$ cat src/audio_spi_consts.svh
`ifndef AUDIO_SPI_CONSTS_SVH
`define AUDIO_SPI_CONSTS_SVH

//////////////////////////////////////////////////////////////////////
// widths and sizes
//////////////////////////////////////////////////////////////////////

`define ADDR_W          7       // register address, r/w bit not counted
`define DATA_W          8       // register data
`define NUM_FILTERS     4       // fir filters behind the coef port
`define MAX_TAPS        64      // tap index limit per filter

//////////////////////////////////////////////////////////////////////
// register map
//////////////////////////////////////////////////////////////////////

`define REG_AUD_CONTROL     7'h00   // audio control
`define REG_AUD_STATUS      7'h01   // audio status, from audio block
`define REG_NUM_TAPS        7'h02   // taps per filter
`define REG_FILTER_SEL      7'h03   // filter under access
`define REG_COEF_LSB        7'h04   // fir coef low byte
`define REG_COEF_MSB        7'h05   // fir coef high byte, issues the write
`define REG_AUX             7'h06
`define REG_SRAM_CONTROL    7'h07   // sram page
`define REG_SRAM_ADDR       7'h08   // sram start address
`define REG_SPI_TO_SRAM     7'h09   // data toward sram
`define REG_SRAM_TO_SPI     7'h0a   // data from sram
`define REG_MPIO_CONTROL    7'h0b   // mpio select and direction
`define REG_SPI_TO_MPIO     7'h0c   // data toward mpio pins
`define REG_MPIO_TO_SPI     7'h0d   // data from mpio pins
`define REG_EQ_LSB          7'h0e   // eq gain low byte
`define REG_EQ_MSB          7'h0f   // eq gain high byte, issues the write
`define REG_STATUS          7'h10   // {irq pending, audio status[6:0]}
`define REG_TEST            7'h11
`define REG_INTERRUPT       7'h12   // held irq sources, cleared by read
`define REG_BIT_CNT         7'h13   // i2s to pcm bit count

// unmapped reads
`define READ_DEFAULT        8'h99

`endif

$ cat src/audio_spi_pkg.sv
`include "audio_spi_consts.svh"

package audio_spi_pkg;

    //////////////////////////////////////////////////////////////////////
    // scalar types
    //////////////////////////////////////////////////////////////////////

    typedef logic [`ADDR_W-1:0]                 reg_addr_t;
    typedef logic [`DATA_W-1:0]                 reg_data_t;
    typedef logic [$clog2(`MAX_TAPS)-1:0]       tap_idx_t;
    typedef logic [$clog2(`NUM_FILTERS)-1:0]    filt_idx_t;
    typedef logic [2*`DATA_W-1:0]               coef_t;     // {msb, lsb}

    // link to bank, strobes are one clk wide
    typedef struct packed {
        logic       rd;
        logic       wr;
        reg_addr_t  addr;
        reg_data_t  wdata;
    } reg_access_t;

    // host writable control registers
    typedef struct packed {
        reg_data_t audio_control;
        reg_data_t taps_per_filter;
        reg_data_t filter_select;
        reg_data_t aux;
        reg_data_t sram_control;
        reg_data_t sram_start_addr;
        reg_data_t spi_to_sram;
        reg_data_t mpio_control;
        reg_data_t spi_to_mpio;
        reg_data_t test;
    } ctrl_regs_t;

    // coef / gain write request toward the fir engine
    typedef struct packed {
        logic       valid;
        filt_idx_t  filter;
        tap_idx_t   tap;
        coef_t      data;
    } coef_wr_t;

    typedef enum logic [1:0] {IDLE, CMD, DATA, DONE} link_state_t;

endpackage

$ cat src/audio_reg_bank.sv
`timescale 1ns/100ps
`include "audio_spi_consts.svh"

module audio_reg_bank (
    input  logic                        clk,
    input  logic                        rst_n,
    input  audio_spi_pkg::reg_access_t  acc,
    output audio_spi_pkg::reg_data_t    rd_data,
    output audio_spi_pkg::ctrl_regs_t   regs,
    input  audio_spi_pkg::reg_data_t    audio_status,
    input  audio_spi_pkg::reg_data_t    sram_rd_data,
    input  audio_spi_pkg::reg_data_t    mpio_rd_data,
    input  audio_spi_pkg::reg_data_t    bit_cnt,
    input  logic [6:0]                  irq_hold,
    input  logic                        irq_pending,
    output logic                        irq_clear
);

    audio_spi_pkg::reg_data_t rd_mux;

    //////////////////////////////////////////////////////////////////////
    // write decode
    //////////////////////////////////////////////////////////////////////

    // coef and eq bytes are taken by the sequencer
    always_ff @(posedge clk) begin
        if (!rst_n) begin
            regs <= '0;
        end else if (acc.wr) begin
            case (acc.addr)
                `REG_AUD_CONTROL:  regs.audio_control   <= acc.wdata;
                `REG_NUM_TAPS:     regs.taps_per_filter <= acc.wdata;
                `REG_FILTER_SEL:   regs.filter_select   <= acc.wdata;
                `REG_AUX:          regs.aux             <= acc.wdata;
                `REG_SRAM_CONTROL: regs.sram_control    <= acc.wdata;
                `REG_SRAM_ADDR:    regs.sram_start_addr <= acc.wdata;
                `REG_SPI_TO_SRAM:  regs.spi_to_sram     <= acc.wdata;
                `REG_MPIO_CONTROL: regs.mpio_control    <= acc.wdata;
                `REG_SPI_TO_MPIO:  regs.spi_to_mpio     <= acc.wdata;
                `REG_TEST:         regs.test            <= acc.wdata;
                default: ;                              // read only or unmapped
            endcase
        end
    end

    //////////////////////////////////////////////////////////////////////
    // read mux
    //////////////////////////////////////////////////////////////////////

    always_comb begin
        case (acc.addr)
            `REG_AUD_CONTROL:  rd_mux = regs.audio_control;
            `REG_AUD_STATUS:   rd_mux = audio_status;
            `REG_NUM_TAPS:     rd_mux = regs.taps_per_filter;
            `REG_FILTER_SEL:   rd_mux = regs.filter_select;
            `REG_AUX:          rd_mux = regs.aux;
            `REG_SRAM_CONTROL: rd_mux = regs.sram_control;
            `REG_SRAM_ADDR:    rd_mux = regs.sram_start_addr;
            `REG_SPI_TO_SRAM:  rd_mux = regs.spi_to_sram;
            `REG_SRAM_TO_SPI:  rd_mux = sram_rd_data;     // straight from sram
            `REG_MPIO_CONTROL: rd_mux = regs.mpio_control;
            `REG_SPI_TO_MPIO:  rd_mux = regs.spi_to_mpio;
            `REG_MPIO_TO_SPI:  rd_mux = mpio_rd_data;     // pin state
            `REG_STATUS:       rd_mux = {irq_pending, audio_status[6:0]};
            `REG_TEST:         rd_mux = regs.test;
            `REG_INTERRUPT:    rd_mux = {1'b0, irq_hold};
            `REG_BIT_CNT:      rd_mux = bit_cnt;
            default:           rd_mux = `READ_DEFAULT;
        endcase
    end

    // sampled on the strobe, link picks it up next clk
    always_ff @(posedge clk) begin
        if (acc.rd) rd_data <= rd_mux;
    end

    //////////////////////////////////////////////////////////////////////
    // interrupt clear
    //////////////////////////////////////////////////////////////////////

    // one clk late so the held value is captured first
    always_ff @(posedge clk) begin
        if (!rst_n) begin
            irq_clear <= 1'b0;
        end else begin
            irq_clear <= acc.rd && (acc.addr == `REG_INTERRUPT);
        end
    end

endmodule

$ cat src/audio_spi_top.sv
`timescale 1ns/100ps

module audio_spi_top (
    input  logic                        clk,
    input  logic                        rst_n,
    input  logic                        spi_cs_n,
    input  logic                        spi_sclk,
    input  logic                        spi_mosi,
    output logic                        spi_miso,
    output logic                        miso_oe,
    input  audio_spi_pkg::reg_data_t    audio_status,
    input  audio_spi_pkg::reg_data_t    sram_rd_data,
    input  audio_spi_pkg::reg_data_t    mpio_rd_data,
    input  audio_spi_pkg::reg_data_t    bit_cnt,
    input  logic [6:0]                  irq_sources,
    output audio_spi_pkg::ctrl_regs_t   regs,
    output audio_spi_pkg::coef_wr_t     coef_wr,
    output audio_spi_pkg::coef_wr_t     eq_wr,
    output logic                        irq_pending
);

    audio_spi_pkg::reg_access_t acc;        // link -> bank, sequencer
    audio_spi_pkg::reg_data_t   rd_data;
    logic [6:0]                 irq_hold;
    logic                       irq_clear;

    spi_slave_link u_link (
        .clk(clk), .rst_n(rst_n),
        .spi_cs_n(spi_cs_n), .spi_sclk(spi_sclk), .spi_mosi(spi_mosi),
        .spi_miso(spi_miso), .miso_oe(miso_oe),
        .acc(acc), .rd_data(rd_data)
    );

    audio_reg_bank u_bank (
        .clk(clk), .rst_n(rst_n), .acc(acc), .rd_data(rd_data), .regs(regs),
        .audio_status(audio_status), .sram_rd_data(sram_rd_data),
        .mpio_rd_data(mpio_rd_data), .bit_cnt(bit_cnt),
        .irq_hold(irq_hold), .irq_pending(irq_pending), .irq_clear(irq_clear)
    );

    irq_capture u_irq (
        .clk(clk), .rst_n(rst_n), .irq_sources(irq_sources), .irq_clear(irq_clear),
        .irq_hold(irq_hold), .irq_pending(irq_pending)
    );

    coef_write_sequencer u_coef (
        .clk(clk), .rst_n(rst_n), .acc(acc),
        .filter_select(regs.filter_select), .taps_per_filter(regs.taps_per_filter),
        .coef_wr(coef_wr), .eq_wr(eq_wr)
    );

endmodule

$ cat src/coef_write_sequencer.sv
`timescale 1ns/100ps
`include "audio_spi_consts.svh"

module coef_write_sequencer (
    input  logic                        clk,
    input  logic                        rst_n,
    input  audio_spi_pkg::reg_access_t  acc,
    input  audio_spi_pkg::reg_data_t    filter_select,
    input  audio_spi_pkg::reg_data_t    taps_per_filter,
    output audio_spi_pkg::coef_wr_t     coef_wr,
    output audio_spi_pkg::coef_wr_t     eq_wr
);

    audio_spi_pkg::reg_data_t  coef_lsb, eq_lsb;    // low bytes waiting for msb
    audio_spi_pkg::tap_idx_t   tap;                 // next coef tap
    audio_spi_pkg::filt_idx_t  filt;
    logic                      coef_msb_wr, eq_msb_wr;
    logic                      last_tap;

    // request payloads
    logic                      coef_vld, eq_vld;
    audio_spi_pkg::filt_idx_t  coef_filt, eq_filt;
    audio_spi_pkg::tap_idx_t   coef_tap;
    audio_spi_pkg::coef_t      coef_data, eq_data;

    assign filt        = audio_spi_pkg::filt_idx_t'(filter_select);
    assign coef_msb_wr = acc.wr && (acc.addr == `REG_COEF_MSB);
    assign eq_msb_wr   = acc.wr && (acc.addr == `REG_EQ_MSB);
    assign last_tap    = (audio_spi_pkg::reg_data_t'(tap) == taps_per_filter - 1'b1);

    // low bytes
    always_ff @(posedge clk) begin
        if (acc.wr && acc.addr == `REG_COEF_LSB) coef_lsb <= acc.wdata;
        if (acc.wr && acc.addr == `REG_EQ_LSB)   eq_lsb   <= acc.wdata;
    end

    //////////////////////////////////////////////////////////////////////
    // tap index and valids
    //////////////////////////////////////////////////////////////////////

    always_ff @(posedge clk) begin
        if (!rst_n) begin
            tap      <= '0;
            coef_vld <= 1'b0;
            eq_vld   <= 1'b0;
        end else begin
            coef_vld <= coef_msb_wr;
            eq_vld   <= eq_msb_wr;
            if (acc.wr && acc.addr == `REG_FILTER_SEL)
                tap <= '0;                          // new filter, start over
            else if (coef_msb_wr)
                tap <= last_tap ? '0 : tap + 1'b1;
        end
    end

    always_ff @(posedge clk) begin
        if (coef_msb_wr) begin
            coef_filt <= filt;
            coef_tap  <= tap;
            coef_data <= {acc.wdata, coef_lsb};
        end
        if (eq_msb_wr) begin
            eq_filt <= filt;
            eq_data <= {acc.wdata, eq_lsb};
        end
    end

    assign coef_wr = '{valid: coef_vld, filter: coef_filt, tap: coef_tap, data: coef_data};
    assign eq_wr   = '{valid: eq_vld, filter: eq_filt, tap: '0, data: eq_data};  // one gain per filter

endmodule

$ cat src/irq_capture.sv
`timescale 1ns/100ps

module irq_capture (
    input  logic        clk,
    input  logic        rst_n,
    input  logic [6:0]  irq_sources,
    input  logic        irq_clear,
    output logic [6:0]  irq_hold,
    output logic        irq_pending
);

    logic [6:0] src_last;       // sources seen last clk
    logic       src_change;

    // any edge on any source, either direction
    assign src_change = (irq_sources != src_last);

    always_ff @(posedge clk) begin
        if (!rst_n) begin
            src_last <= '0;
        end else begin
            src_last <= irq_sources;
        end
    end

    //////////////////////////////////////////////////////////////////////
    // hold and pending
    //////////////////////////////////////////////////////////////////////

    // a change in the clear cycle wins, nothing gets lost
    always_ff @(posedge clk) begin
        if (!rst_n) begin
            irq_hold    <= '0;
            irq_pending <= 1'b0;
        end else if (src_change) begin
            irq_hold    <= irq_sources;     // latest source state
            irq_pending <= 1'b1;
        end else if (irq_clear) begin
            irq_hold    <= '0;              // host has read INTERRUPT
            irq_pending <= 1'b0;
        end
    end

    // sources still set after clear stay quiet
    // until they change again

endmodule

$ cat src/spi_slave_link.sv
`timescale 1ns/100ps
`include "audio_spi_consts.svh"

module spi_slave_link (
    input  logic                        clk,
    input  logic                        rst_n,
    input  logic                        spi_cs_n,
    input  logic                        spi_sclk,
    input  logic                        spi_mosi,
    output logic                        spi_miso,
    output logic                        miso_oe,
    output audio_spi_pkg::reg_access_t  acc,
    input  audio_spi_pkg::reg_data_t    rd_data
);

    audio_spi_pkg::link_state_t state;

    logic [2:0] sclk_q;                         // 2 sync flops + previous
    logic [1:0] cs_q;
    logic [1:0] mosi_q;
    logic       rise_p, fall_p;                 // registered edge pulses
    logic       cs_act;
    logic       mosi_s;

    logic [$clog2(`DATA_W)-1:0] bit_cnt;        // bits within current byte
    logic       last_bit;
    logic       rd_bit;                         // frame is a read
    logic       cmd_done, data_done;
    logic       rd_stb, wr_stb, rd_q;

    audio_spi_pkg::reg_data_t rx_sr, tx_sr;
    audio_spi_pkg::reg_addr_t addr_r;
    audio_spi_pkg::reg_data_t wdata_r;

    assign cs_act   = ~cs_q[1];
    assign mosi_s   = mosi_q[1];
    assign last_bit = rise_p && (bit_cnt == '1);

    //////////////////////////////////////////////////////////////////////
    // pin sync and edge detect
    //////////////////////////////////////////////////////////////////////

    always_ff @(posedge clk) begin
        if (!rst_n) begin
            sclk_q <= '0;
            cs_q   <= '1;                       // deselected
            mosi_q <= '0;
            rise_p <= 1'b0;
            fall_p <= 1'b0;
        end else begin
            sclk_q <= {sclk_q[1:0], spi_sclk};
            cs_q   <= {cs_q[0], spi_cs_n};
            mosi_q <= {mosi_q[0], spi_mosi};
            rise_p <= sclk_q[1] & ~sclk_q[2];
            fall_p <= ~sclk_q[1] & sclk_q[2];
        end
    end

    //////////////////////////////////////////////////////////////////////
    // frame fsm
    //////////////////////////////////////////////////////////////////////

    always_ff @(posedge clk) begin
        if (!rst_n) begin
            state     <= audio_spi_pkg::IDLE;
            bit_cnt   <= '0;
            rd_bit    <= 1'b0;
            cmd_done  <= 1'b0;
            data_done <= 1'b0;
        end else begin
            cmd_done  <= 1'b0;
            data_done <= 1'b0;
            if (!cs_act) begin                  // cs_n high ends or aborts the frame
                state   <= audio_spi_pkg::IDLE;
                bit_cnt <= '0;
            end else begin
                case (state)
                    audio_spi_pkg::IDLE: begin
                        state   <= audio_spi_pkg::CMD;
                        bit_cnt <= '0;
                    end
                    audio_spi_pkg::CMD: if (rise_p) begin
                        bit_cnt <= bit_cnt + 1'b1;
                        if (last_bit) begin
                            rd_bit   <= rx_sr[6];   // first bit of the command
                            state    <= audio_spi_pkg::DATA;
                            cmd_done <= 1'b1;
                        end
                    end
                    audio_spi_pkg::DATA: if (rise_p) begin
                        bit_cnt <= bit_cnt + 1'b1;
                        if (last_bit) begin
                            state     <= audio_spi_pkg::DONE;
                            data_done <= 1'b1;
                        end
                    end
                    default: ;                  // DONE, wait for cs_n
                endcase
            end
        end
    end

    // mosi shift and byte capture
    always_ff @(posedge clk) begin
        if (rise_p) rx_sr <= {rx_sr[6:0], mosi_s};
        if (last_bit && state == audio_spi_pkg::CMD) addr_r <= {rx_sr[5:0], mosi_s};
        if (last_bit && state == audio_spi_pkg::DATA) wdata_r <= {rx_sr[6:0], mosi_s};
    end

    // strobes, one clk after the byte is complete
    always_ff @(posedge clk) begin
        if (!rst_n) begin
            rd_stb <= 1'b0;
            wr_stb <= 1'b0;
            rd_q   <= 1'b0;
        end else begin
            rd_stb <= cmd_done & rd_bit;
            wr_stb <= data_done & ~rd_bit;
            rd_q   <= rd_stb;                   // bank data ready
        end
    end

    assign acc = '{rd: rd_stb, wr: wr_stb, addr: addr_r, wdata: wdata_r};

    //////////////////////////////////////////////////////////////////////
    // miso side
    //////////////////////////////////////////////////////////////////////

    // first data falling edge is skipped so bit 7 holds until the 9th rise
    always_ff @(posedge clk) begin
        if (rd_q)
            tx_sr <= rd_data;
        else if (fall_p && state == audio_spi_pkg::DATA && bit_cnt != '0)
            tx_sr <= {tx_sr[6:0], 1'b0};
    end

    assign miso_oe  = (state == audio_spi_pkg::DATA) & rd_bit;
    assign spi_miso = miso_oe ? tx_sr[7] : 1'b0;    // low when not driven

endmodule

$ cat config.mk
export PLATFORM = sky130hd
export DESIGN_NAME = audio_spi_top
export DESIGN_NICKNAME = d
export VERILOG_FILES = /design/src/audio_spi_pkg.sv /design/src/audio_reg_bank.sv /design/src/audio_spi_top.sv /design/src/coef_write_sequencer.sv /design/src/irq_capture.sv /design/src/spi_slave_link.sv
export VERILOG_INCLUDE_DIRS = /design/src
export SDC_FILE = /design/constraint.sdc
export NUM_CORES = 1
export LEC_CHECK = 0
export BUFFER_PORTS_ARGS = -buffer_cell sky130_fd_sc_hd__clkbuf_2
export CELL_PAD_IN_SITES_DETAIL_PLACEMENT = 0
export CELL_PAD_IN_SITES_GLOBAL_PLACEMENT = 1
export CORE_UTILIZATION = 45
export CTS_CLUSTER_SIZE = 8
export DETAILED_ROUTE_END_ITERATION = 8
export HOLD_SLACK_MARGIN = 0.1
export PLACE_DENSITY = 0.84
export SYNTH_ARGS = -nofsm -noshare
export SYNTH_HDL_FRONTEND = slang
export SYNTH_HIERARCHICAL = 1
export SYNTH_SLANG_ARGS = --single-unit
$ cat constraint.sdc
create_clock -name clk -period 4.67 [get_ports clk]
set_input_delay 0.467 -clock clk [delete_from_list [all_inputs] [get_ports clk]]
set_output_delay 0.467 -clock clk [all_outputs]
set_load 0.005 [all_outputs]
==> out/results.txt <==
Once detail routing completed, the nets flagged for antenna violations numbered 0. After detailed routing, the total wire length is 24,500 um. The run finished with clean final reports.

The largest total area in the synthesized netlist belongs to sky130_fd_sc_hd__edfxtp_1. In this run the worst path has a maximum fanout of 29. The proportion of power drawn by flip-flops and latches was 49.2%. The path length in cells of the critical path was 6. STA puts the critical path data required time at 5130 ps. The summed instance area of the synthesized netlist is 0.00950 mm2.

The number of nets in the layout is 1,002. Detail-routed via count per cell: 5.40. In this run, distinct cell masters in the synthesized netlist total 74. For this run, design rule violations remaining after detail routing come to 0. Reg-to-reg startpoint: u_link/addr_r[2].

TritonCTS built the clock tree. Of the available clock period, the critical path in the final layout requires 66.6%. The tools report the H-tree depth as 1.

Largest delay contributor family on the critical path: flip-flops. Across the routed clock network, the largest skew measured is 21.7 ps. The final route contains 6,664 vias. The internal power contribution was 3.26 mW; the number of enable flip-flop cells after synthesis was 96.

The CTS root buffer was sky130_fd_sc_hd__clkbuf_16. Setup violations remaining at the end of the flow were counted as 0. Compared with the post-synthesis result, the final layout area differs by 19.0%. Yosys attributes the largest share of cell area to sky130_fd_sc_hd__edfxtp_1, sky130_fd_sc_hd__dfxtp_1, sky130_fd_sc_hd__mux2i_1, sky130_fd_sc_hd__nor2b_1, sky130_fd_sc_hd__mux2_2.

Global routing consumed, on the met2 layer, 34.1% of the routing resources. The min-delay analysis places its worst path in the category input pin to register. The slowest stage of the critical path belongs to the cell sky130_fd_sc_hd__edfxtp_1.

IR analysis of the VDD net gives a maximum drop of 0.000261 V. Detailed placement ended at an HPWL of 17,200 um. The logs give 3 for the buffer levels on the longest clock path and 0 for the post-cts resize count.

The run gives 31.2% as the met1 capacity usage during global routing. The critical path ends at u_coef/tap[5]. The capture instance of the worst register-to-register path was u_coef/tap[5]. The clock period could shrink to 3110 ps. The total power of the final layout was 4.09 mW. For the static leakage power, the log shows 4.59 nW. CTS saw 220 sinks.

Final hold analysis gives a worst-case slack of 129 ps. The core region is 0.0205 mm2. The total overflow left after global routing is 0.

The first global-routing pass estimated 36,700 um of wire. The routed wirelength normalized by instance count is 19.8 um, and the initial antenna violation count is 0. The setup check on the worst reg-to-reg path leaves a slack of 1560 ps. Cells with a size suffix above 1 make up 25.9% of the layout. For the clock latency of the later-clocked register in the worst-skew pair, the log shows 560 ps. Global routing used 22.2% of the available tracks across all layers. Net switching is 20.3% of the power. Most numerous cell in the Yosys netlist: sky130_fd_sc_hd__dfxtp_1. From bottom edge to top edge, the die measures 147 um. On the worst path, the slowest cell contributes a delay of 990 ps.

The count of final hold-check violations is 0. The number of cells on the worst reg-to-reg path is 6. Walking the worst path, the cells encountered are nor3b_1 > nand3_1 > inv_1 > nand3_1 > xor2_1 > a211oi_1. The endpoint type of the worst setup path is a register. Clock-pin slew was measured on the worst setup and hold paths at 50 ps.

The tools report the number of top-level design ports as 177. Synthesis inferred 220 register bits. The global routing usage on met3 came out at 4.63%. TritonCTS created 31 clock buffers. STA classifies the critical path startpoint as a register. The logs give 464 for the initial DRC count and 60 for the maximum number of pins on one net before global-route repair.

Sorting the synthesized cells by how often they occur yields sky130_fd_sc_hd__dfxtp_1, sky130_fd_sc_hd__edfxtp_1, sky130_fd_sc_hd__mux2i_1, sky130_fd_sc_hd__nor2b_1, sky130_fd_sc_hd__nand2_1. The diode insertion count for antenna repair was 0; the portion of total power attributed to the clock network was 48.8%. The tools report the launch point of the critical path as u_link/addr_r[2]. The most used flip-flop cell after synthesis is sky130_fd_sc_hd__dfxtp_1. Adding up every negative setup slack in the final design gives 0 ps. The average cell area after synthesis was 12.1 um2; the via count of the first global-routing pass was 6,262.

The cell count after synthesis came out at 786. The horizontal die dimension is 147 um. In this run the tightest slew margin relative to its limit is 12.8%. Setup repair after global routing left no endpoint under its margin. In this run the tool buffered the top-level ports with 170 buffer cells. The final RePlAce weighted congestion came out at 0.932. Slew of the pin with the lowest slew margin: 1300 ps.

The tools report the count of yosys warnings during synthesis as 6. Fill cells in the final layout number 1,830. The share of synthesized flip-flops with an asynchronous set or reset came out at 0%. The initialized floorplan defines 52 standard-cell rows.

Of the total power, combinational logic draws 1.9%. The worst path buffer plus inverter count was 1; the highest clock rate was 0.321 GHz. The ratio of total power to cell area is 362 mW/mm2, and the share of the synthesized area in the top cell type is 30.3%. Summed over all nets, the switching power comes to 0.831 mW. Data arrives at the worst endpoint at 3570 ps.

The count of max-cap constraint violations is 0. Start-to-end type of the worst setup path: register to register. The sequential cell area fraction in the yosys report was 56.5%.

The floorplan step defined a die boundary enclosing 0.0217 mm2. In this design, the critical path's most frequently occurring cell is sky130_fd_sc_hd__nand3_1. The most congested layer reported by global routing was met2. The total count of max-transition violations in the final report was 0; the effective utilization at floorplan was 46.4%. The count of TritonRoute iterations in the first routing pass is 5.
## kinds of logic after synthesis
logic type      synth area share (%)
compound gates                  7.31
simple gates                    15.9
buf+inv                         4.08
xor+xnor                        1.84
mux                             13.1
fa+ha+maj                       1.32
other cells                   0.0395
flops                           56.5
## placed cells by master, fill, tap and decap left out, types with 3 or more instances in the layout
cell type,n
sky130_fd_sc_hd__nor3_1,3
sky130_fd_sc_hd__buf_4,6
sky130_fd_sc_hd__nand2b_1,8
sky130_fd_sc_hd__a221oi_1,5
sky130_fd_sc_hd__and2_1,11
sky130_fd_sc_hd__xnor2_1,12
sky130_fd_sc_hd__nand2_1,53
sky130_fd_sc_hd__inv_1,18
sky130_fd_sc_hd__ha_1,10
sky130_fd_sc_hd__a2111oi_0,3
sky130_fd_sc_hd__clkbuf_1,17
sky130_fd_sc_hd__a21o_1,3
sky130_fd_sc_hd__dfxtp_1,124
sky130_fd_sc_hd__a21boi_0,9
sky130_fd_sc_hd__nand4_1,7
sky130_fd_sc_hd__nor2_1,29
sky130_fd_sc_hd__nor4_4,3
sky130_fd_sc_hd__o211ai_1,4
sky130_fd_sc_hd__a21oi_1,12
sky130_fd_sc_hd__a22oi_1,17
sky130_fd_sc_hd__nor2b_1,80
sky130_fd_sc_hd__nor3b_1,6
sky130_fd_sc_hd__o31ai_1,3
sky130_fd_sc_hd__a31oi_1,3
sky130_fd_sc_hd__o21ai_0,8
sky130_fd_sc_hd__clkbuf_2,170
sky130_fd_sc_hd__xor2_1,8
sky130_fd_sc_hd__nand3b_1,5
sky130_fd_sc_hd__edfxtp_1,96
sky130_fd_sc_hd__mux4_2,3
sky130_fd_sc_hd__clkbuf_16,31
sky130_fd_sc_hd__conb_1,6
sky130_fd_sc_hd__mux2_2,19
sky130_fd_sc_hd__mux2i_1,96
sky130_fd_sc_hd__o22ai_1,4
sky130_fd_sc_hd__and3_1,6
sky130_fd_sc_hd__nand3_1,20
sky130_fd_sc_hd__a211oi_1,6
## metal layers
metal	vias up	routed length (um)
met1	3191	10700
met3	41	2050
li1	3141	-
met4	0	600
met2	291	11100
met5	-	0
## timing repair
action                                 in CTS  in global routing
setup buffers                               0                  0
hold buffers                                1                  0
endpoints found under the hold margin       1                  0
## flip-flops by register name, indices dropped and copies added, names as in the netlist, 2 cells and up
signal and cells:
u_bank/regs 80, u_coef/coef_data 16, u_coef/eq_data 16, u_bank/rd_data 8, u_coef/coef_lsb 8, u_coef/eq_lsb 8
u_link/tx_sr 8, u_link/wdata_r 8, u_irq/irq_hold 7, u_irq/src_last 7, u_link/addr_r 7, u_link/rx_sr 7
u_coef/coef_tap 6, u_coef/tap 6, u_link/bit_cnt 3, u_link/sclk_q 3, u_coef/coef_filt 2, u_coef/eq_filt 2
u_link/cs_q 2, u_link/mosi_q 2, u_link/state 2
## worst reg2reg max path, cell delays in order, from the launching register on
cell	delay, ps
sky130_fd_sc_hd__edfxtp_1	990
sky130_fd_sc_hd__nor3b_1	410
sky130_fd_sc_hd__nand3_1	220
sky130_fd_sc_hd__inv_1	850
sky130_fd_sc_hd__nand3_1	190
sky130_fd_sc_hd__xor2_1	190
sky130_fd_sc_hd__a211oi_1	160
## worst min path at each step
stage,startpoint,to,slack (ps),cells past startpoint
2_1_floorplan,u_link/sclk_q[1],u_link/fall_p,380,1
3_3_place_gp,u_link/cs_q[0],u_link/cs_q[1],400,1
3_5_place_dp,u_link/sclk_q[2],u_link/rise_p,400,1
4_1_cts,spi_mosi,u_link/mosi_q[0],110,2
5_1_grt,spi_mosi,u_link/mosi_q[0],130,2
6_report,spi_mosi,u_link/mosi_q[0],130,2
## per-stage QoR
stage	instance area, um2	util, %	setup WS [ps]	cells
detailed placement	10400	50.9	1610	1184
global route	11300	55.2	1240	1235
global placement	10400	50.9	1720	1184
CTS	11300	55.2	1570	1235
finish	11300	55.2	1560	1235
floorplan	9520	-	2480	791
## power by group through the flow
stage          clock (mW)  sequential, mW  combinational (mW)
4_1_cts              2.03            2.02              0.0788
6_report             2.00            2.02              0.0786
3_5_place_dp            0            2.05              0.0779
3_3_place_gp            0            2.05              0.0778
5_1_grt              2.12            2.01              0.0858
2_1_floorplan           0            2.05              0.0479
## area by class of cell
class	instances	area [um2]	share of cell area, %
clock buffer	48	840	7.42
clock inverter	2	25.0	0.221
inverter	18	67.6	0.597
multi-input combinational	500	3770	33.3
sequential	220	5370	47.4
tap	270	338	2.99
timing repair buffer	177	906	8.01
(Power assumes the default switching activity.)
